`src/rename_pkg.sv`:
```
////////////////////////////////////////
// Shared widths and records for the rename back end
// Pointer arithmetic assumes GL_DEPTH and
// PHYS_REGS - ARCH_REGS are powers of two
////////////////////////////////////////

package rename_pkg;

    // Sizes
    localparam int XLEN      = 64;
    localparam int ARCH_REGS = 32;
    localparam int PHYS_REGS = 64;
    localparam int GL_DEPTH  = 16;

    typedef logic [$clog2(ARCH_REGS)-1:0] arch_reg_t;
    typedef logic [$clog2(PHYS_REGS)-1:0] phys_reg_t;
    typedef logic [$clog2(GL_DEPTH)-1:0]  gl_index_t;
    typedef logic [XLEN-1:0]              xdata_t;

    ////////////////////////////////////////
    // Records between the blocks
    ////////////////////////////////////////

    // Instruction from the front end, we set when rd is written
    typedef struct packed {
        arch_reg_t rd;
        arch_reg_t rs1;
        arch_reg_t rs2;
        logic      we;
    } dispatch_t;

    // Renamed instruction with its operands
    typedef struct packed {
        logic      valid;
        arch_reg_t rd;
        phys_reg_t prd;
        phys_reg_t prs1;
        phys_reg_t prs2;
        logic      rdy1;
        logic      rdy2;
        xdata_t    data_rs1;
        xdata_t    data_rs2;
        gl_index_t gl_index;
    } issue_t;

    typedef struct packed {
        logic      valid;
        gl_index_t gl_index;
        phys_reg_t prd;
        xdata_t    result;
    } wb_t;

    typedef struct packed {
        arch_reg_t rd;
        phys_reg_t prd;
        phys_reg_t old_prd;
        logic      we;
        xdata_t    result;
    } commit_t;

    // Graduation list entry, we set only when a register was allocated
    typedef struct packed {
        arch_reg_t rd;
        phys_reg_t prd;
        phys_reg_t old_prd;
        logic      we;
    } gl_alloc_t;

endpackage

```
`src/rename_stage.sv`:
```
////////////////////////////////////////
// Map table, ready bits and issue register
// Issue record is valid for one cycle only,
// there is no back-pressure from issue
////////////////////////////////////////
`timescale 1ns/1ps

module rename_stage
    import rename_pkg::*;
(
    input  logic      clk_i,
    input  logic      rstn_i,
    input  logic      dispatch_valid_i,
    input  dispatch_t dispatch_i,
    output logic      dispatch_ready_o,
    input  logic      free_empty_i,
    input  phys_reg_t free_reg_i,
    input  logic      gl_full_i,
    input  gl_index_t gl_tail_i,
    output logic      alloc_pop_o,
    output logic      gl_push_o,
    output gl_alloc_t gl_alloc_o,
    input  wb_t       wb_alu_i,
    input  wb_t       wb_mem_i,
    output phys_reg_t prs1_o,
    output phys_reg_t prs2_o,
    input  xdata_t    read_data1_i,
    input  xdata_t    read_data2_i,
    output issue_t    issue_o
);

    phys_reg_t            map_q [ARCH_REGS];
    logic [PHYS_REGS-1:0] ready_q;

    logic      fire;
    logic      alloc;
    phys_reg_t src1_preg;
    phys_reg_t src2_preg;
    phys_reg_t old_preg;
    phys_reg_t new_preg;
    logic      src1_rdy;
    logic      src2_rdy;

    // Issue register
    logic      valid_q;
    arch_reg_t rd_q;
    phys_reg_t prd_q;
    phys_reg_t prs1_q;
    phys_reg_t prs2_q;
    logic      rdy1_q;
    logic      rdy2_q;
    gl_index_t gl_index_q;

    function automatic logic wb_hit(input wb_t wb, input phys_reg_t preg);
        return wb.valid && (wb.prd == preg);
    endfunction

    ////////////////////////////////////////
    // Dispatch and lookup
    ////////////////////////////////////////

    assign dispatch_ready_o = !free_empty_i && !gl_full_i;
    assign fire             = dispatch_valid_i && dispatch_ready_o;
    // x0 is never renamed
    assign alloc            = dispatch_i.we && (dispatch_i.rd != '0);

    assign src1_preg = map_q[dispatch_i.rs1];
    assign src2_preg = map_q[dispatch_i.rs2];
    assign old_preg  = map_q[dispatch_i.rd];
    assign new_preg  = alloc ? free_reg_i : '0;

    // Write-backs of this cycle land in ready_q only at the edge
    assign src1_rdy = ready_q[src1_preg] | wb_hit(wb_alu_i, src1_preg)
                    | wb_hit(wb_mem_i, src1_preg);
    assign src2_rdy = ready_q[src2_preg] | wb_hit(wb_alu_i, src2_preg)
                    | wb_hit(wb_mem_i, src2_preg);

    assign alloc_pop_o = fire && alloc;
    assign gl_push_o   = fire;
    assign gl_alloc_o  = '{rd: dispatch_i.rd, prd: new_preg, old_prd: old_preg, we: alloc};

    always_ff @(posedge clk_i, negedge rstn_i) begin
        if (!rstn_i) begin
            for (int i = 0; i < ARCH_REGS; i++) begin
                map_q[i] <= phys_reg_t'(i);
            end
            ready_q <= '1;
        end else begin
            if (wb_alu_i.valid) begin
                ready_q[wb_alu_i.prd] <= 1'b1;
            end
            if (wb_mem_i.valid) begin
                ready_q[wb_mem_i.prd] <= 1'b1;
            end
            // New destination waits for its own write-back
            if (fire && alloc) begin
                map_q[dispatch_i.rd] <= free_reg_i;
                ready_q[free_reg_i]  <= 1'b0;
            end
        end
    end

    ////////////////////////////////////////
    // Issue register and snooping
    ////////////////////////////////////////

    always_ff @(posedge clk_i, negedge rstn_i) begin
        if (!rstn_i) begin
            valid_q <= 1'b0;
        end else begin
            valid_q <= fire;
        end
    end

    always_ff @(posedge clk_i) begin
        if (fire) begin
            rd_q       <= dispatch_i.rd;
            prd_q      <= new_preg;
            prs1_q     <= src1_preg;
            prs2_q     <= src2_preg;
            rdy1_q     <= src1_rdy;
            rdy2_q     <= src2_rdy;
            gl_index_q <= gl_tail_i;
        end
    end

    assign prs1_o = prs1_q;
    assign prs2_o = prs2_q;

    always_comb begin
        issue_o.valid    = valid_q;
        issue_o.rd       = rd_q;
        issue_o.prd      = prd_q;
        issue_o.prs1     = prs1_q;
        issue_o.prs2     = prs2_q;
        issue_o.rdy1     = rdy1_q | wb_hit(wb_alu_i, prs1_q) | wb_hit(wb_mem_i, prs1_q);
        issue_o.rdy2     = rdy2_q | wb_hit(wb_alu_i, prs2_q) | wb_hit(wb_mem_i, prs2_q);
        issue_o.data_rs1 = read_data1_i;
        issue_o.data_rs2 = read_data2_i;
        issue_o.gl_index = gl_index_q;
    end

endmodule

```
`config.mk`:
```
export PLATFORM = sky130hd
export DESIGN_NAME = rename_stage
export DESIGN_NICKNAME = d
export VERILOG_FILES = /design/src/rename_pkg.sv /design/src/rename_stage.sv
export SDC_FILE = /design/constraint.sdc
export NUM_CORES = 1
export LEC_CHECK = 0
export BUFFER_PORTS_ARGS = -buffer_cell sky130_fd_sc_hd__buf_2
export CELL_PAD_IN_SITES_DETAIL_PLACEMENT = 1
export CELL_PAD_IN_SITES_GLOBAL_PLACEMENT = 1
export CORE_MARGIN = 3
export CORE_UTILIZATION = 30
export CTS_CLUSTER_DIAMETER = 80
export DETAILED_ROUTE_END_ITERATION = 8
export GPL_TIMING_DRIVEN = 0
export PLACE_DENSITY_LB_ADDON = 0.1
export SYNTH_ARGS = -nofsm -noshare
export SYNTH_HDL_FRONTEND = slang
export SYNTH_SLANG_ARGS = --single-unit
```
`constraint.sdc`:
```
create_clock -name clk_i -period 3.4 [get_ports clk_i]
set_clock_uncertainty 0.05 [all_clocks]
set_input_delay 0.34 -clock clk_i [delete_from_list [all_inputs] [get_ports clk_i]]
set_output_delay 0.34 -clock clk_i [all_outputs]
set_load 0.02 [all_outputs]
```
### Word-level counts from Yosys, hierarchy flattened

Cells that the tools add are included.

| word-level totals | value |
|---|---|
| flip-flop bits (word level) | 286 |
| latch bits | 0 |
| bits in writable memories | 0 |
| memory bits (read-only) | 0 |
| output and inout port bits | 191 |
| word-level logic and storage cells | 121 |
| memories | 0 |

| cells by class | value |
|---|---|
| add/subtract/negate cells | 0 |
| $mul | 0 |
| divide/modulo/power cells | 0 |
| $lt $le $gt $ge | 12 |
| eq/ne operators | 8 |
| shifts and indexed selects | 0 |
| muxes and demuxes | 26 |
| bitwise gates (word level) | 15 |
| reductions and logical operators | 19 |

Operator list:

| kind | count |
|---|---|
| 192-bit bitwise mux | 1 |
| 64-bit 2-to-1 mux | 3 |
| 64-bit OR | 2 |
| 6-bit binary-select mux with 5-bit select | 3 |
| 64-bit bitwise AND | 1 |
| 64-bit NOT | 1 |
| 6-bit equality test | 8 |
| 6-bit 2-to-1 mux | 8 |
| 6-bit by 7-bit < comparator with 1-bit output, second input constant | 5 |
| 6-bit demux with 5-bit select | 1 |
| 1-bit demux with 6-bit select | 3 |
| 6-bit by 1-bit greater-or-equal comparator with 1-bit output, second input constant | 3 |
| 6-bit greater-or-equal comparator, second input constant | 3 |
| 5-bit NOT with 6-bit output | 3 |
| 1-bit logical AND | 16 |
| 1-bit binary-select mux with 6-bit select | 2 |
| 1-bit OR | 8 |
| 6-bit by 1-bit < comparator with 1-bit output, second input constant | 1 |
| 1-bit 2-to-1 mux | 5 |
| 5-bit nonzero test | 1 |
| 1-bit logical NOT | 2 |

### Longest topological paths before layout

| depth | value |
|---|---|
| depth after elaboration | 10 |
| gate-level depth with buffers | 14 |
| depth with buffers taken out | 10 |

### Least setup slack after synthesis

OpenSTA, ideal clock, no wires.

| timing path | value |
|---|---|
| kind | input-to-reg |
| start | in free_empty_i |
| end | reg map_q[147] in the netlist's numbering |
| library setup time | 125 ps |
| arrival | 3223 ps |
| slack | 3 ps |
| stages on the path | 7 |
| path buffers | 1 |
| path through | nor2_1 -> and2_1 -> nand2_1 -> nor4b_1 -> nor2b_1 -> clkbuf_1 -> mux2_2 |

| between the ends | value |
|---|---|
| word-level cells in the longest chain between the ends | 4 |

Ends and longest elaborated chain:

| element | RTL line | RTL |
|---|---|---|
| start: declaration | rename_stage.sv:16 | `input logic free_empty_i,` |
| 1-bit logical NOT | rename_stage.sv:62 | `assign dispatch_ready_o = !free_empty_i && !gl_full_i;` |
| 1-bit logical AND | rename_stage.sv:62 |  |
| 1-bit logical AND | rename_stage.sv:63 | `assign fire = dispatch_valid_i && dispatch_ready_o;` |
| net gl_push_o | rename_stage.sv:21 | `output logic gl_push_o,` |
| 1-bit logical AND | rename_stage.sv:96 | `if (fire && alloc) begin` |
| end signal: indexed assignment | rename_stage.sv:85 | `map_q[i] <= phys_reg_t'(i);` |
| end signal: indexed assignment | rename_stage.sv:97 | `map_q[dispatch_i.rd] <= free_reg_i;` |
| end: declaration | rename_stage.sv:32 | `phys_reg_t map_q [ARCH_REGS];` |

The timed path passes the listed nets, and every way through them passes these cells.
A chain may end at the register's enable or synchronous reset.

### Worst setup path after layout

| timing path | value |
|---|---|
| start | reg map_q[191] in the netlist's numbering |
| end | reg rdy1_q (data pin) |

| between the ends | value |
|---|---|
| word-level cells in the longest chain between the ends | 7 |
| elaborated cells between the ends (all ways) | 11 |
| classes of those cells | eq/ne: 2; mux: 5; bitwise: 2; reduce/logical: 2 |

Ends and longest elaborated chain:

| element | RTL line | RTL |
|---|---|---|
| 6-bit binary-select mux with 5-bit select * | rename_stage.sv:67 | `assign src1_preg = map_q[dispatch_i.rs1];` |
| 6-bit 2-to-1 mux (not written as such) * (2 in series) | rename_stage.sv:67 |  |
| net src1_preg[5] | rename_stage.sv:37 | `phys_reg_t src1_preg;` |
| 1-bit binary-select mux with 6-bit select or 6-bit equality test (tied branches) | rename_stage.sv:73, rename_stage.sv:55 |  |
| 1-bit 2-to-1 mux (not written as such) or 1-bit logical AND (tied branches) | rename_stage.sv:73, rename_stage.sv:55 |  |
| 1-bit OR | rename_stage.sv:73 | `assign src1_rdy = ready_q[src1_preg] \| wb_hit(wb_alu_i, src1_preg)` |
| 1-bit OR * | rename_stage.sv:74 | `\| wb_hit(wb_mem_i, src1_preg);` |
| net src1_rdy | rename_stage.sv:41 | `logic src1_rdy;` |
| end signal: assignment | rename_stage.sv:121 | `rdy1_q <= src1_rdy;` |
| end: declaration | rename_stage.sv:50 | `logic rdy1_q;` |

Mark *: on every way through the listed nets, which the timed path passes. The rest lies on a longest branch. The select of a mux whose other input is x is not followed.

==> flow_summary.yaml <==
run_status:
  outcome: "complete, no violations"
floorplanning:
  core_area_mm2: 0.06343
  rows: 92
  die_y_um: 260.0
  initial_core_util_pct: 30.52
  io-pin-count: 500
  die-area_mm2: 0.06761
  die_w_um: 260.0
setup_path:
  crit_path_max_fanout: 10
  critPathArrivalTime_ps: 3570
  crit_family: "simple AND/OR/NAND/NOR gates"
  r2r_cells: 11
  cp_slowest_cell: "mux4_2"
  worstSetupStartpointType: "flip-flop"
  cp.required_ps: 3590
  path_cells: "mux4_2 > mux2i_4 > o22ai_1 > or2_1 > buf_2 > buf_6 > xnor2_1 > nand3_1 > nor3_1 > nor4_2 > o311ai_2"
  r2r_slack_ps: 20
  timing.rr.start: "map_q[191]"
  timing.rr.end: "rdy1_q"
  worstSetupPathType: "flip-flop to flip-flop"
  end_kind: "flip-flop"
  critPathBufInv: 2
  slowest_delay_ps: 500
logic_synthesis:
  async_flop_share_pct: 89.86
  synth_area_per_cell_um2: 12.28
  synth_edf_count: 29
  synth_area_leaders: "dfstp_2 (20%), mux4_2 (17%), dfrtp_1 (15%)"
  synth_fp_nets: 1885
  syn-cell-area_mm2: 0.01936
  synth-seq-area-share_pct: 38.65
  synthCells: 1576
  synth_top_area_cell: "dfstp_2"
  synth_flop_cell: "dfstp_2"
  yosys_warnings: 0
  synth.distinct_cells: 64
  ys_ff_latch: 286
  synth_top_cell_area_share_pct: 19.54
cells_and_area:
  fill_cells: 6835
  fin_nets: 2168
  finalNonFillerCells: 2739
  stdcell_area_mm2: 0.02338
  syn_to_final_growth_pct: 20.77
  drive_gt1_share_pct: 54.66
cts:
  clock_sinks: 286
  clk_latency_ps: 570
  htree_levels: 2
  cts_buffer_depth: 3
  cts_buffers: 40
  root_buffer: "clkbuf_16"
  clk_pin_slew_ps: 60
  cts_tree: "yes"
power_and_ir_drop:
  clkPwrFrac_pct: 39.7
  leakage_nw: 9.831
  p_sw_share_pct: 30.30
  seqPwrFrac_pct: 39.2
  totalPowerFinal_w: 0.01095
  comb_power_share_pct: 21.2
  irDropWorstVdd_v: 0.0003012
  p_int_w: 0.007630
  power_switching_w: 0.003317
  powerDensity_mw_per_mm2: 468.3
drt:
  antenna_left: 0
  vias: 15380
  viasPerCell: 5.615
  drtIter0Drc: 1134
  drcViolationCount: 0
  routedWlPerCell_um: 30.86
  drtPass1Iterations: 5
  routed_wl_um: 84520
timing:
  min_period_ps: 3379
  max_slew_margin_pct: 26.40
  setup_slack_ps: 20.70
  tns_ps: 0
  worst_pin_slew_ps: 1104
  setup_viol: 0
  fin_crit_sh_pct: 99.39
  rsz0062_at_grt: "true"
  hold_viol: 0
  max_freq_mhz: 295.9
  slew_viol_final: 0
place:
  post_dp_cell_area_mm2: 0.02161
  portBuffers: 225
  post-dp-hpwl_um: 63420
  place.gp.congestion: 0.8701
  post-place-ws_ps: -1522
  dp_cells: 2649
hold_path:
  hold_end: "rd_q[2]"
  whs_path_depth: 1
  worstHoldPathType: "input pin to flip-flop"
  worstHoldStart: "dispatch_i[13]"
global_routing:
  grt_usage_pct: 24.47
  grt_pass1_wl_um: 119200
  antenna_found_initial: 1
  grt_start_max_net_pins: 106
  overflow: 0
  grt_pass1_vias: 15846
flow_run:
  cap_viol_max_count: 0
[area by class of cell]
| cell class | instances | area [um2] | share of cell area, % |
|---|---|---|---|
| Antenna cell | 3 | 7.507 | 0.03211 |
| Buffer | 267 | 1780 | 7.616 |
| Clock buffer | 55 | 1139 | 4.870 |
| Clock inverter | 18 | 200.2 | 0.8563 |
| Inverter | 30 | 115.1 | 0.4924 |
| Multi-Input combinational cell | 993 | 10280 | 43.97 |
| Sequential cell | 286 | 7482 | 32.00 |
| Tap cell | 846 | 1059 | 4.528 |
| Timing Repair Buffer | 241 | 1318 | 5.636 |
[repair_timing]
action,in CTS,in global routing
resized for setup,74,25
setup endpoints to repair,8,10
hold buffers,7,0
setup buffers,3,4
pin swaps,6,9
endpoints found under the hold margin,71,0
[routing by layer]
metal  global-route usage, %  share of wire (%)  vias up
met5                       0                  0        -
li1                        -                  -     6479
met1                   33.22                 43     8206
met3                   3.720                6.2      121
met4                   7.490                3.0        0
met2                   40.22                 48      574
[flip-flops by register name, indices dropped and copies added, names as in the netlist]
name,cells
prs1_o,6
ready_q,64
valid_q,1
prs2_o,6
rdy1_q,1
gl_index_q,4
rd_q,5
map_q,192
rdy2_q,1
prd_q,6
[kinds of logic (layout without fill, tap and decap cells)]
family | count (synthesis) | after routing | synth area share (%)
multiplexers | 463 | 463 | 34.53
buffers and inverters | 297 | 611 | 9.327
flip-flops | 286 | 286 | 38.65
AND/OR/NAND/NOR | 263 | 263 | 6.858
AO/OA/AOI/OAI | 221 | 221 | 8.551
XOR/XNOR | 46 | 46 | 2.081
other | 0 | 3 | 0
[synth_stat cells (13+ instances only)]
cell	count
xnor2_1	29
o22a_1	56
mux2_2	202
nor2_1	60
mux2i_1	116
inv_1	22
dfrtp_1	113
mux4_2	143
and2_1	13
a211oi_1	22
clkbuf_1	63
buf_4	155
a21oi_1	16
o22ai_1	62
edfxtp_1	29
buf_1	17
dfstp_2	144
buf_2	21
xor2_1	17
nand2_1	71
nand3_1	34
nand3b_1	13
nor2b_1	14
[how the worst max path moves through the flow]
stage / start / to / slack [ps] / cells after the start
floorplan: free_empty_i / map_q[147] / 3 / 7
global placement: rstn_i / map_q[67] / -3150 / 1
detailed placement: dispatch_i[9] / rdy1_q / -1520 / 11
CTS: dispatch_i[15] / gl_alloc_o[1] / 1 / 6
global route: free_empty_i / map_q[63] / -8 / 8
finish: map_q[191] / rdy1_q / 20 / 11
[cell usage in the layout (no fill, tap or decap), types with 6 or more instances in the layout]
master         netlist  routed
a22oi_1              9       9
mux2i_2              1       7
buf_2               21     235
inv_2                8       7
mux2i_4              0       6
mux2_2             202     202
clkbuf_16            0      41
nand3b_1            13      13
o211ai_1             6       6
a211oi_1            22      17
edfxtp_1            29      29
nor2b_1             14      14
clkinv_2             0       6
clkbuf_8             0       6
mux4_2             143     143
clkbuf_1            63      64
a21oi_1             16      16
buf_6               11      15
dfrtp_1            113     113
a31oi_1              7       7
o22a_1              56      56
dfstp_2            144     144
o22ai_1             62      62
xnor2_1             29      29
buf_4              155     170
dlygate4sd3_1        0       7
nand2_1             71      71
nor4_1               8       6
nand3_1             34      30
nand4_1             11      11
nand2b_1             8       8
xor2_1              17      17
clkbuf_2             0       8
a41oi_1             10      10
nor2_1              60      59
and2_1              13      12
buf_1               17       8
mux2i_1            116     104
inv_1               22      22
[power groups by stage]
stage	Clock, W	Combinational (W)	Sequential, W
after detailed placement	0	0.00225	0.00433
after CTS	0.00446	0.00230	0.00428
after floorplan	0	0.00147	0.00422
final	0.00434	0.00232	0.00429
after global routing	0.00461	0.00246	0.00433
after global placement	0	0.00221	0.00431
[metrics by stage]
step / hold slack, ps / util, %
global placement: 434.6 / 33.97
global route: 25.82 / 36.85
finish: 24.89 / 36.86
floorplan: -5.591 / -
CTS: 8.909 / 36.65
detailed placement: 402.1 / 34.07
Power figures use the tool's default switching activity.
