File: src/rename_pkg.sv
////////////////////////////////////////
// Shared widths and records for the rename back end
// Pointer arithmetic assumes GL_DEPTH and
// PHYS_REGS - ARCH_REGS are powers of two
////////////////////////////////////////

package rename_pkg;

    // Sizes
    localparam int XLEN      = 64;
    localparam int ARCH_REGS = 32;
    localparam int PHYS_REGS = 64;
    localparam int GL_DEPTH  = 16;

    typedef logic [$clog2(ARCH_REGS)-1:0] arch_reg_t;
    typedef logic [$clog2(PHYS_REGS)-1:0] phys_reg_t;
    typedef logic [$clog2(GL_DEPTH)-1:0]  gl_index_t;
    typedef logic [XLEN-1:0]              xdata_t;

    ////////////////////////////////////////
    // Records between the blocks
    ////////////////////////////////////////

    // Instruction from the front end, we set when rd is written
    typedef struct packed {
        arch_reg_t rd;
        arch_reg_t rs1;
        arch_reg_t rs2;
        logic      we;
    } dispatch_t;

    // Renamed instruction with its operands
    typedef struct packed {
        logic      valid;
        arch_reg_t rd;
        phys_reg_t prd;
        phys_reg_t prs1;
        phys_reg_t prs2;
        logic      rdy1;
        logic      rdy2;
        xdata_t    data_rs1;
        xdata_t    data_rs2;
        gl_index_t gl_index;
    } issue_t;

    typedef struct packed {
        logic      valid;
        gl_index_t gl_index;
        phys_reg_t prd;
        xdata_t    result;
    } wb_t;

    typedef struct packed {
        arch_reg_t rd;
        phys_reg_t prd;
        phys_reg_t old_prd;
        logic      we;
        xdata_t    result;
    } commit_t;

    // Graduation list entry, we set only when a register was allocated
    typedef struct packed {
        arch_reg_t rd;
        phys_reg_t prd;
        phys_reg_t old_prd;
        logic      we;
    } gl_alloc_t;

endpackage

File: src/free_list.sv
////////////////////////////////////////
// Free physical register FIFO
// Holds 32..63 in order after reset
// No guard against pop when empty or push
// when full, the caller must respect empty_o
////////////////////////////////////////
`timescale 1ns/1ps

module free_list
    import rename_pkg::*;
(
    input  logic      clk_i,
    input  logic      rstn_i,
    input  logic      pop_i,
    input  logic      push_i,
    input  phys_reg_t push_reg_i,
    output phys_reg_t head_reg_o,
    output logic      empty_o
);

    localparam int FL_DEPTH = PHYS_REGS - ARCH_REGS;
    localparam int PTR_W    = $clog2(FL_DEPTH);

    phys_reg_t        fifo_q [FL_DEPTH];
    logic [PTR_W-1:0] head_q;
    logic [PTR_W-1:0] tail_q;
    logic [PTR_W:0]   count_q;

    // Storage gets the initial free set on reset
    always_ff @(posedge clk_i, negedge rstn_i) begin
        if (!rstn_i) begin
            for (int i = 0; i < FL_DEPTH; i++) begin
                fifo_q[i] <= phys_reg_t'(ARCH_REGS + i);
            end
        end else if (push_i) begin
            fifo_q[tail_q] <= push_reg_i;
        end
    end

    // Pointers wrap on their own width
    always_ff @(posedge clk_i, negedge rstn_i) begin
        if (!rstn_i) begin
            head_q  <= '0;
            tail_q  <= '0;
            count_q <= (PTR_W+1)'(FL_DEPTH);
        end else begin
            if (pop_i) begin
                head_q <= head_q + 1'b1;
            end
            if (push_i) begin
                tail_q <= tail_q + 1'b1;
            end
            case ({push_i, pop_i})
                2'b10:   count_q <= count_q + 1'b1;
                2'b01:   count_q <= count_q - 1'b1;
                default: count_q <= count_q;
            endcase
        end
    end

    assign head_reg_o = fifo_q[head_q];
    assign empty_o    = (count_q == '0);

endmodule

File: config.mk
export PLATFORM = sky130hd
export DESIGN_NAME = free_list
export DESIGN_NICKNAME = d
export VERILOG_FILES = /design/src/rename_pkg.sv /design/src/free_list.sv
export SDC_FILE = /design/constraint.sdc
export NUM_CORES = 1
export LEC_CHECK = 0
export ABC_AREA = 1
export BUFFER_PORTS_ARGS = -buffer_cell sky130_fd_sc_hd__buf_4
export CORE_UTILIZATION = 33
export DETAILED_ROUTE_END_ITERATION = 8
export GPL_ROUTABILITY_DRIVEN = 0
export SYNTH_ARGS = -nofsm -noshare
export SYNTH_HDL_FRONTEND = slang
export SYNTH_SLANG_ARGS = --single-unit
export TNS_END_PERCENT = 1
File: constraint.sdc
create_clock -name clk_i -period 1.97 [get_ports clk_i]
set_clock_uncertainty 0.1 [all_clocks]
set_input_delay 0.394 -clock clk_i [delete_from_list [all_inputs] [get_ports clk_i]]
set_output_delay 0.394 -clock clk_i [all_outputs]
set_load 0.02 [all_outputs]
# Yosys cells after proc, flatten, opt, wreduce, memory -nomap -nowiden
# Index checks and enable logic that the tools add are counted.
# totals
mem_count	0
reg_bits	208
ram_bits	0
output_inout_bits	7
elab_cells	56
rom_bits	0
inputBits	10
latch_bits	0
# op_classes
multipliers	0
n_mux	7
add_sub_neg	4
n_reduce_logical	3
bitwise_logic	2
order_cmp	3
shift	0
div_mod_pow	0
eq_ne	2
# ops
op	n
$bwmux W192	1
$bmux W6 S5	1
$demux W6 S5	1
$mux W6	3
$ge A6 B6 Y1 const B	2
$not A5 Y6	2
$pmux W6 S2	1
$add A5 B1 Y5 const B	2
$add A6 B1 Y6 const B	1
$logic_not A6 Y1	1
$lt A6 B1 Y1 const B	1
$sub A6 B1 Y6 const B	1
$eq A2 B1 Y1 const B	1
$eq A2 B2 Y1 const B	1
$reduce_bool A2 Y1	1
$logic_and A1 B1 Y1	1

# Longest topological paths before layout
# Gate-level depths: netlist of the first run.
# logic_depth
ltp_word	6
depth_mapped	15
depth_no_buf	13

# Worst setup path after synthesis of the first run
# OpenSTA, ideal clock, no wires.
# synth_timing
kind	input to register
start	in push_i
end	reg count_q[4]
setup_time_ps	117
stages	14
path_buffers	2
path_slack_ps	-19
t_required_ps	1753
t_arrival_ps	1772
path_cell_list	buf_4 > inv_1 > ha_1 > buf_2 > inv_1 > nand2_1 > nand2_1 > inv_1 > ha_1 > o21bai_1 > nand3_1 > nand3_1 > nand3_1 > nand2_1
# synth_via
elab_chain_cells	2
elab_cells_between_ends	4
cone_classes	eq/ne: 2; mux: 1; reduce/logical: 1
# synth_rtl
element	line_no	rtl
start, declared	free_list.sv:15	input logic push_i,
$eq A2 B1 Y1 or $eq A2 B2 Y1 (tied branches)	free_list.sv:53	case ({push_i, pop_i})
$pmux W6 S2 or $reduce_bool A2 Y1 (tied branches)	n/a	
end signal, assigned	free_list.sv:54	2'b10: count_q <= count_q + 1'b1;
end signal, assigned	free_list.sv:55	2'b01: count_q <= count_q - 1'b1;
end signal, assigned	free_list.sv:56	default: count_q <= count_q;
end, declared	free_list.sv:27	logic [PTR_W:0] count_q;
# Several ways; a longest one is shown, not always the timed one.
# A chain may end at the register's enable or synchronous reset.

# Final worst setup path of the first run
# layout_timing
start	reg head_q[0]
end	out head_reg_o[0]
# layout_via
elab_chain_cells	4
# layout_rtl
element	line_no	rtl
start, declared	free_list.sv:25	logic [PTR_W-1:0] head_q;
start signal, assigned	free_list.sv:48	head_q <= head_q + 1'b1;
$not A5 Y6 (not written as such)	free_list.sv:61	assign head_reg_o = fifo_q[head_q];
$bmux W6 S5	free_list.sv:61	
$mux W6 (not written as such) (2 in series)	free_list.sv:61	
end, declared	free_list.sv:17	output phys_reg_t head_reg_o,
# Every way passes these cells. The select of a mux whose other input is x is not followed.

==> results of run 1 <==
-- kinds of logic after synthesis --
kind of cell,Yosys count,share of synthesized area
AO/OA/AOI/OAI,294,0.153
XOR/XNOR,11,0.00949
adder cells (fa/ha/maj),8,0.00986
buffers and inverters,151,0.0716
flip-flops,208,0.526
AND/OR/NAND/NOR,576,0.230
-- where the power goes --
group,internal (W),switching [W],total [W]
Sequential,0.00670,0.00106,0.00776
Combinational,0.00363,0.00540,0.00903
Clock,0.00278,0.00176,0.00454
Total,0.0131,0.00823,0.0213
-- layout make-up --
class,instances,share of cell area
clock buffer,37,0.0627
timing repair buffer,85,0.0782
tap,390,0.0402
sequential,208,0.441
inverter,61,0.0205
clock inverter,7,0.00516
multi-input combinational,889,0.352
-- worst max-delay path, cell delays in order (launching register included) --
cell and delay [ns]:
dfrtp_2 0.45, buf_12 0.16, inv_16 0.11, buf_12 0.15, nand2_1 0.06, nand3_2 0.07
nand3_2 0.12, nand2_2 0.12, a21oi_1 0.05, nand2_1 0.06, nand2_1 0.06, inv_1 0.06
buf_4 0.14
-- sequential cells by signal, summed over array words and instances (netlist names) --
register / cells
count_q: 6
fifo_q: 192
head_q: 5
tail_q: 5
-- cells in the final DEF, fill, tap and decap left out, types with 13 or more instances in the layout --
cell       instances
nand2_1          347
o21ai_0          168
nor2_1           114
dfstp_2          113
dfrtp_1           92
o21ai_1           68
nand3_1           61
buf_4             58
inv_1             46
clkbuf_16         26
a21oi_1           25
nand3_2           22
a21oi_2           15
buf_12            13
-- repair_timing --
item                       in CTS  in global routing
hold buffers                    1                  0
setup buffers                   4                  0
pin swaps                      15                 22
setup endpoints to repair       7                 14
resized for setup              52                 38
hold endpoints to repair       16                  0
gates cloned                    4                  1
-- metrics by stage --
| stage | setup WS, ns | TNS, ns | hold slack, ns | total power (W) |
|---|---|---|---|---|
| 2_1_floorplan | 0.00970 | 0 | -0.00159 | 0.0129 |
| 3_3_place_gp | -0.232 | -1.08 | 0.267 | 0.0153 |
| 3_5_place_dp | -0.241 | -1.16 | 0.266 | 0.0155 |
| 4_1_cts | -0.673 | -4.01 | 0.00207 | 0.0211 |
| 5_1_grt | -0.756 | -4.59 | 0.0128 | 0.0229 |
| 6_report | -0.654 | -3.84 | 0.0143 | 0.0213 |
-- path summary, 6_finish.rpt --
path | slack (ns) | from | end
worst max register to register | 0.15 | tail_q[1]$_DFFE_PN0P_ | fifo_q[86]$_DFFE_PN0P_
min in group asynchronous | 0.29 | rstn_i | fifo_q[115]$_DFFE_PN0P_
max in group asynchronous | 0.81 | rstn_i | fifo_q[175]$_DFFE_PN1P_
worst max-delay path | -0.65 | head_q[0]$_DFFE_PN0P_ | head_reg_o[0]
worst min register to register | 0.37 | fifo_q[5]$_DFFE_PN1P_ | fifo_q[5]$_DFFE_PN1P_
worst min-delay path | 0.01 | push_reg_i[0] | fifo_q[60]$_DFFE_PN1P_
-- per-layer routing --
| metal | global-route usage | vias up |
|---|---|---|
| li1 | - | 4079 |
| met1 | 0.247 | 4009 |
| met2 | 0.291 | 222 |
| met3 | 0.0360 | 49 |
| met4 | 0.0531 | 0 |
| met5 | 0 | - |
==> metrics.md, run 1 <==
| Metric | Value |
|---|---|
| Grt ovf | 0 |
| Chip height | 177 um |
| Die area | 31500 um2 |
| Initial core utilization | 0.339 |
| Total GRT Usage | 0.182 |
| Vias in the first global route | 8319 |
| CP Launch Type | register |
| Wire per inst | 16.4 um |
| Finished Cell Area | 12100 um2 |
| Syn Std Cell Area | 10200 um2 |
| Detail Route Antenna Nets | 0 |
| Die width | 177 um |
| RSZ-0062 raised after global routing | yes |
| Fin. max-slew vios | 0 |
| Tightest Pin Transition | 0.461 ns |
| Initial drt markers | 717 |
| Endpoints failing hold | 0 |
| CP Data Arrival Time | 2.13 ns |
| ANT cells | 0 |
| Worst hold path type | in2reg |
| DP Wirelength | 17800 um |
| Inst Count DP | 1623 |
| Vias/cell | 4.98 |
| Vias post-DR | 8359 |
| Port-buffer cells | 16 |
| Sequential Area | 5350 um2 |
| WS Path Type | reg2out |
| Num ports | 17 |
| H-Tree Depth | 1 |
| WL met3 | 1590 um |
| CP Max Fanout | 12 |
| Placed inst area | 10800 um2 |
| Clock Latency Late Sink | 0.51 ns |
| CTS clk-pin slew, worst paths | 0.06 ns |
| Count leader, synth | nand2_1 |
| Final worst slack | -0.654 ns |
| CTS tree | yes |
| Critical Path RT | 1.48 ns |
| Filler instances | 3076 |
| Failing checks | DRC, setup timing |
| Mean Syn Cell Area | 8.14 um2 |
| Synth top area cells | dfstp_2, dfrtp_1, nand2_1, o21ai_0, nor2_1 |
| Non-Filler Instances | 1677 |
| CP endpoint kind | primary output |
| First-pass GRT wire length | 45100 um |
| Final setup viols | 6 |
| Hold Path Depth | 3 |
| Post-synth EDFFs | 0 |
| Clock sinks | 208 |
| DR top layer | met4 |
| CTS Root Cell | clkbuf_16 |
| Met2 WL | 12500 um |
| Crit path time final | 2.62 ns |
| Syn nets | 1266 |
| Final Cycle Share | 1.33 |
| Drt pass-1 iters | 7 |
| CTS Buf Count | 24 |
| Area of the multi-input gates | 4270 um2 |
| Status | finished, violations left |
| Deepest clock path buffer count | 3 |
| Rows | 63 |
| Peak supply drop | 0.858 mV |
| Synth area leader | dfstp_2 |
| DRT Wirelength | 27600 um |
| Pwr dens | 1760 nW/um2 |
| Post-synthesis async set-or-reset flop share | 1.00 |
| Leak | 5.26 nW |
| Util after Layout | 0.405 |
| Flops & latches, synth | 208 |
| Worst r2r path cells | 7 |
| Wl on met1 | 12800 um |
| Share of cells above drive strength 1 | 0.255 |
| Register area share after synthesis | 0.526 |
| Synth warnings | 0 |
| Top FF cell, synth | dfstp_2 |
| Max-slew headroom | 0.692 |
| Highest clock rate | 0.381 GHz |
| Most instantiated cells after synthesis | nand2_1, o21ai_0, nor2_1 |
| Synth cell types | 28 |
| Max_cap viols | 0 |
| Antenna violations before repair | 0 |
| Largest net degree at the start of global routing | 48 |
| Synth-to-Final Area Change | 19.4% |
| Core area | 30000 um2 |
| DRC viols | 1 |
| Synth top area share | 0.292 |
| Nets | 1287 |
| Cell count after synthesis | 1248 |
Note: power is estimated with default switching activity, not from simulation.
==> run 2, diff against run 1 <==
==> constraint.sdc (replaced) <==
create_clock -name clk_i -period 2.5 [get_ports clk_i]
set_clock_uncertainty 0.1 [all_clocks]
set_input_delay 0.5 -clock clk_i [delete_from_list [all_inputs] [get_ports clk_i]]
set_output_delay 0.5 -clock clk_i [all_outputs]
set_load 0.02 [all_outputs]
==> run 2 against run 1 <==
- first-iteration DRC count decreased by 7.7%
- sequential share of layout area increased by 1.3 points
- die area unchanged
- the flow finishes with violations (setup timing)
- flip-flop and latch count unchanged
- utilization decreased by 1.2 points
- clock power decreased by 24%
- final cell count decreased by 1.7%
==> metrics.md, run 2 (synthesis results as in run 1) <==
| Metric | Value |
|---|---|
| Vias post-DR | 8259 (-1.2%) |
| Antenna violations before repair | 0 (unchanged) |
| CP Launch Type | register |
| Pwr dens | 1390 nW/um2 (-21%) |
| Vias in the first global route | 8072 (-3.0%) |
| Most common cell after layout, fill and taps aside | nand2_1 |
| Sequential Area | 5350 um2 (about the same) |
| Max_cap viols | 0 (unchanged) |
| Met2 WL | 13000 um (+4.7%) |
| DR top layer | met4 |
| Detail Route Antenna Nets | 0 (unchanged) |
| CTS Buf Count | 24 (unchanged) |
| Hold_sp | push_reg_i[1] |
| RSZ-0062 raised after global routing | yes |
| Deepest clock path buffer count | 3 (unchanged) |
| Most frequent cells in the layout | nand2_1, o21ai_0, dfstp_2 |
| Hold Path Depth | 3 (unchanged) |
| CTS tree | yes |
| Biggest register | fifo_q |
| First-pass GRT wire length | 44700 um (-0.81%) |
| ANT cells | 0 (unchanged) |
| Die area | 31500 um2 (unchanged) |
| Largest net degree at the start of global routing | 60 (+25%) |
| Peak supply drop | 0.755 mV (-12%) |
| Reg2reg start | tail_q[1]$_DFFE_PN0P_ |
| Vias/cell | 5.01 (+0.48%) |
| Inst Count DP | 1592 (-1.9%) |
| Rows | 63 (unchanged) |
| Nets | 1259 (-2.2%) |
| CP top delay family | simple AND/OR/NAND/NOR gates |
| Clock Latency Late Sink | 0.53 ns (+0.02 ns) |
| CP Max Fanout | 8 (-4) |
| Grt ovf | 0 (unchanged) |
| H-Tree Depth | 1 (unchanged) |
| Port-buffer cells | 16 (unchanged) |
| DRC viols | 0 (-1) |
| DRT Wirelength | 27700 um (+0.65%) |
| WS Path Type | reg2out |
| Final Cycle Share | 1.10 |
| CTS clk-pin slew, worst paths | 0.06 ns (about the same) |
| DP Wirelength | 16900 um (-5.1%) |
| Slowest cell on crit path | dfrtp_2 |
| Clock sinks | 208 (unchanged) |
| Critical Path RT | 1.90 ns (+0.42 ns) |
| CTS Root Cell | clkbuf_16 |
| Max incr delay on CP | 0.46 ns (about the same) |
| Share of cells above drive strength 1 | 0.226 (-0.0285) |
| CP endpoint kind | primary output |
| R2R setup slack | 0.59 ns (+0.44 ns) |
| Core area | 30000 um2 (unchanged) |
| Synth-to-Final Area Change | 15.9% |
| Final setup viols | 6 (unchanged) |
| Non-Filler Instances | 1649 (-1.7%) |
| Tightest Pin Transition | 0.561 ns (+0.0994 ns) |
| Total GRT Usage | 0.181 (-0.000606) |
| WL met3 | 1240 um (-22%) |
| Num ports | 17 (unchanged) |
| Worst path cell trace | buf_6 > clkbuf_16 > nor2_1 > nor2_1 > o21ai_0 > nand3_1 > nand3_2 > nand2_1 > nand2_1 > inv_1 > buf_6 |
| Initial drt markers | 662 (-7.7%) |
| Final worst slack | -0.262 ns (+0.392 ns) |
| Max-slew headroom | 0.626 (-0.0667) |
| Drt pass-1 iters | 5 (-2) |
| Leak | 5.07 nW (-3.5%) |
| Filler instances | 3065 (-0.36%) |
| Wl on met1 | 12800 um (+0.36%) |
| Status | finished, violations left |
| Wire per inst | 16.8 um (+2.4%) |
| Setup TNS | -1.52 ns (+2.32 ns) |
| Worst r2r dst | fifo_q[132]$_DFFE_PN1P_ |
| Pwr Total | 0.0164 W (-23%) |
| Highest clock rate | 0.362 GHz |
| Die width | 177 um (unchanged) |
| Worst Hold Endpoint | fifo_q[61]$_DFFE_PN0P_ |
| Worst r2r path cells | 6 (-1) |
| Max FFs per register | 192 (unchanged) |
| Failing checks | setup timing |
| Endpoints failing hold | 0 (unchanged) |
| Worst hold path type | in2reg |
| Area of the multi-input gates | 4250 um2 (-0.44%) |
| Leading registers by flop count | fifo_q x192, count_q x6 |
| Worst path bufs/invs | 4 (-1) |
| Fin. max-slew vios | 0 (unchanged) |
| Initial core utilization | 0.339 (unchanged) |
| Chip height | 177 um (unchanged) |
| Crit path time final | 2.76 ns |
| CP Data Arrival Time | 2.16 ns (+0.03 ns) |
run 2: worst max-delay path by stage:
stage / from / end / slack, ns / cells past startpoint
after floorplan: push_i / count_q[4]$_DFFE_PN0P_ / 0.40 / 14
after global placement: head_q[0]$_DFFE_PN0P_ / head_reg_o[4] / 0.28 / 9
after detailed placement: push_i / count_q[4]$_DFFE_PN0P_ / 0.28 / 13
after CTS: head_q[0]$_DFFE_PN0P_ / head_reg_o[1] / -0.26 / 11
after global routing: head_q[0]$_DFFE_PN0P_ / head_reg_o[5] / -0.36 / 11
final: head_q[0]$_DFFE_PN0P_ / head_reg_o[1] / -0.26 / 11
run 2: layer usage:
metal  vias to the layer above  track usage
met3                        50       0.0259
met5                         -            0
met2                       181        0.301
li1                       4038            -
met1                      3990        0.247
met4                         0       0.0438
run 2: tightest hold or removal path, stage by stage:
cell     delay [ns]
buf_4          0.09
nand2_1        0.04
o21ai_0        0.06
run 2: report_power, final:
group | leakage, nW | switching (W) | internal (W)
Combinational | 2.29 | 0.00416 | 0.00263
Clock | 0.388 | 0.00141 | 0.00203
Sequential | 2.40 | 0.000855 | 0.00528
run 2: timing repair:
item / in CTS / in global routing
endpoints found under the setup margin: 6 / 6
hold endpoints to repair: 24 / 0
hold buffers: 1 / 0
gates resized for setup: 33 / 42
pin swaps: 5 / 28
setup buffers: 2 / 3
cloned: 4 / 3
run 2: cell type report:
type | count | area share
Clock buffer | 35 | 0.0588
Multi-Input combinational cell | 889 | 0.361
Inverter | 61 | 0.0202
Timing Repair Buffer | 57 | 0.0569
Clock inverter | 9 | 0.00723
Tap cell | 390 | 0.0415
Sequential cell | 208 | 0.454
run 2: metrics by stage:
stage / setup slack (ns) / hold WS, ns / area, um2 / util
2_1_floorplan: 0.405 / 0.104 / 10200 / -
3_3_place_gp: 0.283 / 0.359 / 10600 / 0.353
3_5_place_dp: 0.279 / 0.362 / 10600 / 0.353
4_1_cts: -0.264 / 0.0857 / 11600 / 0.387
5_1_grt: -0.356 / 0.0965 / 11800 / 0.393
6_report: -0.262 / 0.103 / 11800 / 0.393
==> run 3, diff against run 2 <==
--- a/config.mk
+++ b/config.mk
@@ -10,6 +10,7 @@
 export CORE_UTILIZATION = 33
 export DETAILED_ROUTE_END_ITERATION = 8
 export GPL_ROUTABILITY_DRIVEN = 0
+export RECOVER_POWER = 100
 export SYNTH_ARGS = -nofsm -noshare
 export SYNTH_HDL_FRONTEND = slang
 export SYNTH_SLANG_ARGS = --single-unit
==> constraint.sdc (replaced) <==
create_clock -name clk_i -period 2.5 [get_ports clk_i]
set_clock_uncertainty 0.1 [all_clocks]
set_input_delay 0.25 -clock clk_i [delete_from_list [all_inputs] [get_ports clk_i]]
set_output_delay 0.25 -clock clk_i [all_outputs]
set_load 0.02 [all_outputs]
==> run 3 against run 2 <==
- the flow finishes with violations (capacitance limit, slew limit, setup timing)
- register-to-register slack worse by 0.18 ns
- die area unchanged
- combinational power down 5.0%
- worst setup slack better by 0.23 ns
- global-route usage down 0.23 points
- sequential power about the same
- sequential share of layout area up 0.45 points
- count of clock-buffer cells in the layout unchanged
- clock power down 2%
==> metrics.md, run 3 (synthesis results as in run 1) <==
| Metric | Value |
|---|---|
| Status | finished, violations left |
| Failing checks | capacitance limit, slew limit, setup timing |
| Slowest cell on crit path | dfrtp_2 |
| Reg2reg start | tail_q[2]$_DFFE_PN0P_ |
| Worst hold path type | reg2reg |
| Worst path bufs/invs | 4 (unchanged) |
| Nets | 1256 (-0.24%) |
| CP Launch Type | register |
| CTS Root Cell | clkbuf_16 |
| DP Wirelength | 16800 um (-0.10%) |
| Final setup viols | 6 (unchanged) |
| Biggest register | fifo_q |
| Pint | 0.00964 W (-3.0%) |
| DR top layer | met4 |
| RSZ-0062 raised after global routing | yes |
| ANT cells | 0 (unchanged) |
| Final worst slack | -0.0302 ns (+0.231 ns) |
| Pwr Total | 0.0159 W (-2.6%) |
| Leading registers by flop count | fifo_q x192, count_q x6 |
| Vias/cell | 4.95 (-1.1%) |
| Endpoints failing hold | 0 (unchanged) |
| CTS Buf Count | 24 (unchanged) |
| Max-slew headroom | -0.0277 (-0.653) |
| Max incr delay on CP | 0.51 ns (+0.05 ns) |
| Crit path time final | 2.53 ns (-0.231 ns) |
| Most frequent cells in the layout | nand2_1, o21ai_0, nor2_1 |
| Vias in the first global route | 7916 (-1.9%) |
| Num ports | 17 (unchanged) |
| Chip height | 177 um (unchanged) |
| DRC viols | 0 (unchanged) |
| Hold_ws | 0.376 ns (+0.273 ns) |
| CP Data Arrival Time | 2.18 ns (+0.02 ns) |
| Switching power | 0.00630 W (-2.0%) |
| Net Sw Frac | 0.395 (+0.00243) |
| Share of cells above drive strength 1 | 0.211 (-0.0154) |
| Critical Path RT | 2.15 ns (+0.25 ns) |
| Hold Path Depth | 2 (-1) |
| CP top delay family | flip-flops |
| Sequential share of power | 0.383 (+0.008) |
| Synth-to-Final Area Change | 14.8% |
| CP Max Fanout | 30 (+22) |
| Antenna violations before repair | 0 (unchanged) |
| CP endpoint kind | primary output |
| Die width | 177 um (unchanged) |
| Max_cap viols | 1 (+1) |
| Drt pass-1 iters | 5 (unchanged) |
| Max FFs per register | 192 (unchanged) |
| WS Path Type | reg2out |
| Final Cycle Share | 1.01 (-0.0926) |
| Port-buffer cells | 16 (unchanged) |
| Worst Hold Endpoint | count_q[5]$_DFFE_PN1P_ |
| Vias post-DR | 8154 (-1.3%) |
| Top cell by count, worst path | nand3_1 |
| Fin. max-slew vios | 57 (+57) |
| H-Tree Depth | 1 (unchanged) |
| Worst r2r dst | fifo_q[118]$_DFFE_PN0P_ |
| Clock power frac | 0.212 (+0.002) |
| Wl on met1 | 12700 um (-1.1%) |
| CTS tree | yes |
| Leak | 5.02 nW (-1.1%) |
| Hold_sp | count_q[5]$_DFFE_PN1P_ |
| Initial drt markers | 675 (+2.0%) |
| Deepest clock path buffer count | 3 (unchanged) |
| Pwr dens | 1370 nW/um2 (-1.6%) |
| Most common cell after layout, fill and taps aside | nand2_1 |
| CTS clk-pin slew, worst paths | 0.06 ns (about the same) |
| Clock Latency Late Sink | 0.53 ns (about the same) |
| Grt ovf | 0 (unchanged) |
| R2R setup slack | 0.41 ns (-0.18 ns) |
| Worst r2r path cells | 6 (unchanged) |
| Largest net degree at the start of global routing | 74 (+23%) |
| Rows | 63 (unchanged) |
| First-pass GRT wire length | 44200 um (-1.3%) |
| DRT Wirelength | 26900 um (-3.0%) |
| Worst path cell trace | inv_8 > buf_12 > o21ai_1 > nand3_1 > nand3_1 > nand2_1 > nand2_2 > inv_1 > buf_4 |
| Initial core utilization | 0.339 (unchanged) |
| Combinational power share | 0.405 (-0.010) |
| Met2 WL | 12500 um (-4.4%) |
| Core area | 30000 um2 (unchanged) |
| Detail Route Antenna Nets | 0 (unchanged) |
| Highest clock rate | 0.395 GHz (+9.1%) |
| Clock sinks | 208 (unchanged) |
| Total GRT Usage | 0.179 (-0.00231) |
| WL met3 | 1220 um (-1.5%) |
| Die area | 31500 um2 (unchanged) |
| Peak supply drop | 0.616 mV (-18%) |
| Tightest Pin Transition | 1.54 ns (+0.981 ns) |
| Wire per inst | 16.3 um (-2.8%) |
## run 3: cell types whose count changed in the layout (fill, tap and decap cells not counted), moves of 8 or more
cell	previous run	this run
nor2_4	9	1
buf_4	33	25
o21ai_0	165	213
o21ai_1	73	24
inv_2	9	1
nand3_2	15	24
nor2_1	109	118
dlygate4sd3_1	1	9
nand3_1	68	59
## run 3: cell type report
class                   count  area, um2
clock buffers              35        713
inverters                  61        240
fillers                  3076      18300
well taps                 390        488
multi-input cells         889       4240
clock inverters             9       48.8
repair buffers             54        579
flip-flops and latches    208       5350
## run 3: worst max-delay path by stage
stage                             end  cells past startpoint                  start  slack, ns
2_1_floorplan  count_q[4]$_DFFE_PN0P_                     14                 push_i       0.65
3_3_place_gp            head_reg_o[5]                      9  head_q[0]$_DFFE_PN0P_       0.48
3_5_place_dp   count_q[4]$_DFFE_PN0P_                     14                 push_i       0.46
4_1_cts                 head_reg_o[4]                     11  head_q[0]$_DFFE_PN0P_      -0.04
5_1_grt                 head_reg_o[0]                     12  head_q[0]$_DFFE_PN0P_      -0.12
6_report                head_reg_o[0]                      9  head_q[0]$_DFFE_PN0P_      -0.03
## run 3: per-stage QoR
step	instance area, um2	utilization	setup TNS, ns	setup slack [ns]	std cells
global route	11700	0.389	-0.613	-0.125	1646
global placement	10500	0.351	0	0.479	1586
finish	11700	0.389	-0.0796	-0.0302	1646
floorplan	10200	-	0	0.655	1248
detailed placement	10500	0.351	0	0.460	1586
CTS	11700	0.390	-0.208	-0.0420	1647
## run 3: what timing repair did
action	CTS	global route
gates cloned	4	0
resized for setup	38	37
hold buffers	9	0
setup buffers	4	0
pin swaps	6	13
setup endpoints to repair	6	6
hold endpoints to repair	75	0
## run 3: power groups by stage
stage	sequential (W)	clock [W]	combinational [W]
4_1_cts	0.00610	0.00344	0.00643
3_5_place_dp	0.00611	0	0.00578
6_report	0.00611	0.00338	0.00645
2_1_floorplan	0.00584	0	0.00434
5_1_grt	0.00630	0.00357	0.00726
3_3_place_gp	0.00608	0	0.00571
## run 3: worst register-to-register path, delay by kind of cell, from the launching register on
family	cells	cell delay, ns
simple gates	3	1.00
flops	1	0.51
buf+inv	2	0.26
compound gates	1	0.15
## run 3: metal layers
metal | global-route usage | vias to the layer above
met4 | 0.0434 | 0
met5 | 0 | -
met2 | 0.289 | 162
li1 | - | 4020
met3 | 0.0306 | 34
met1 | 0.247 | 3938
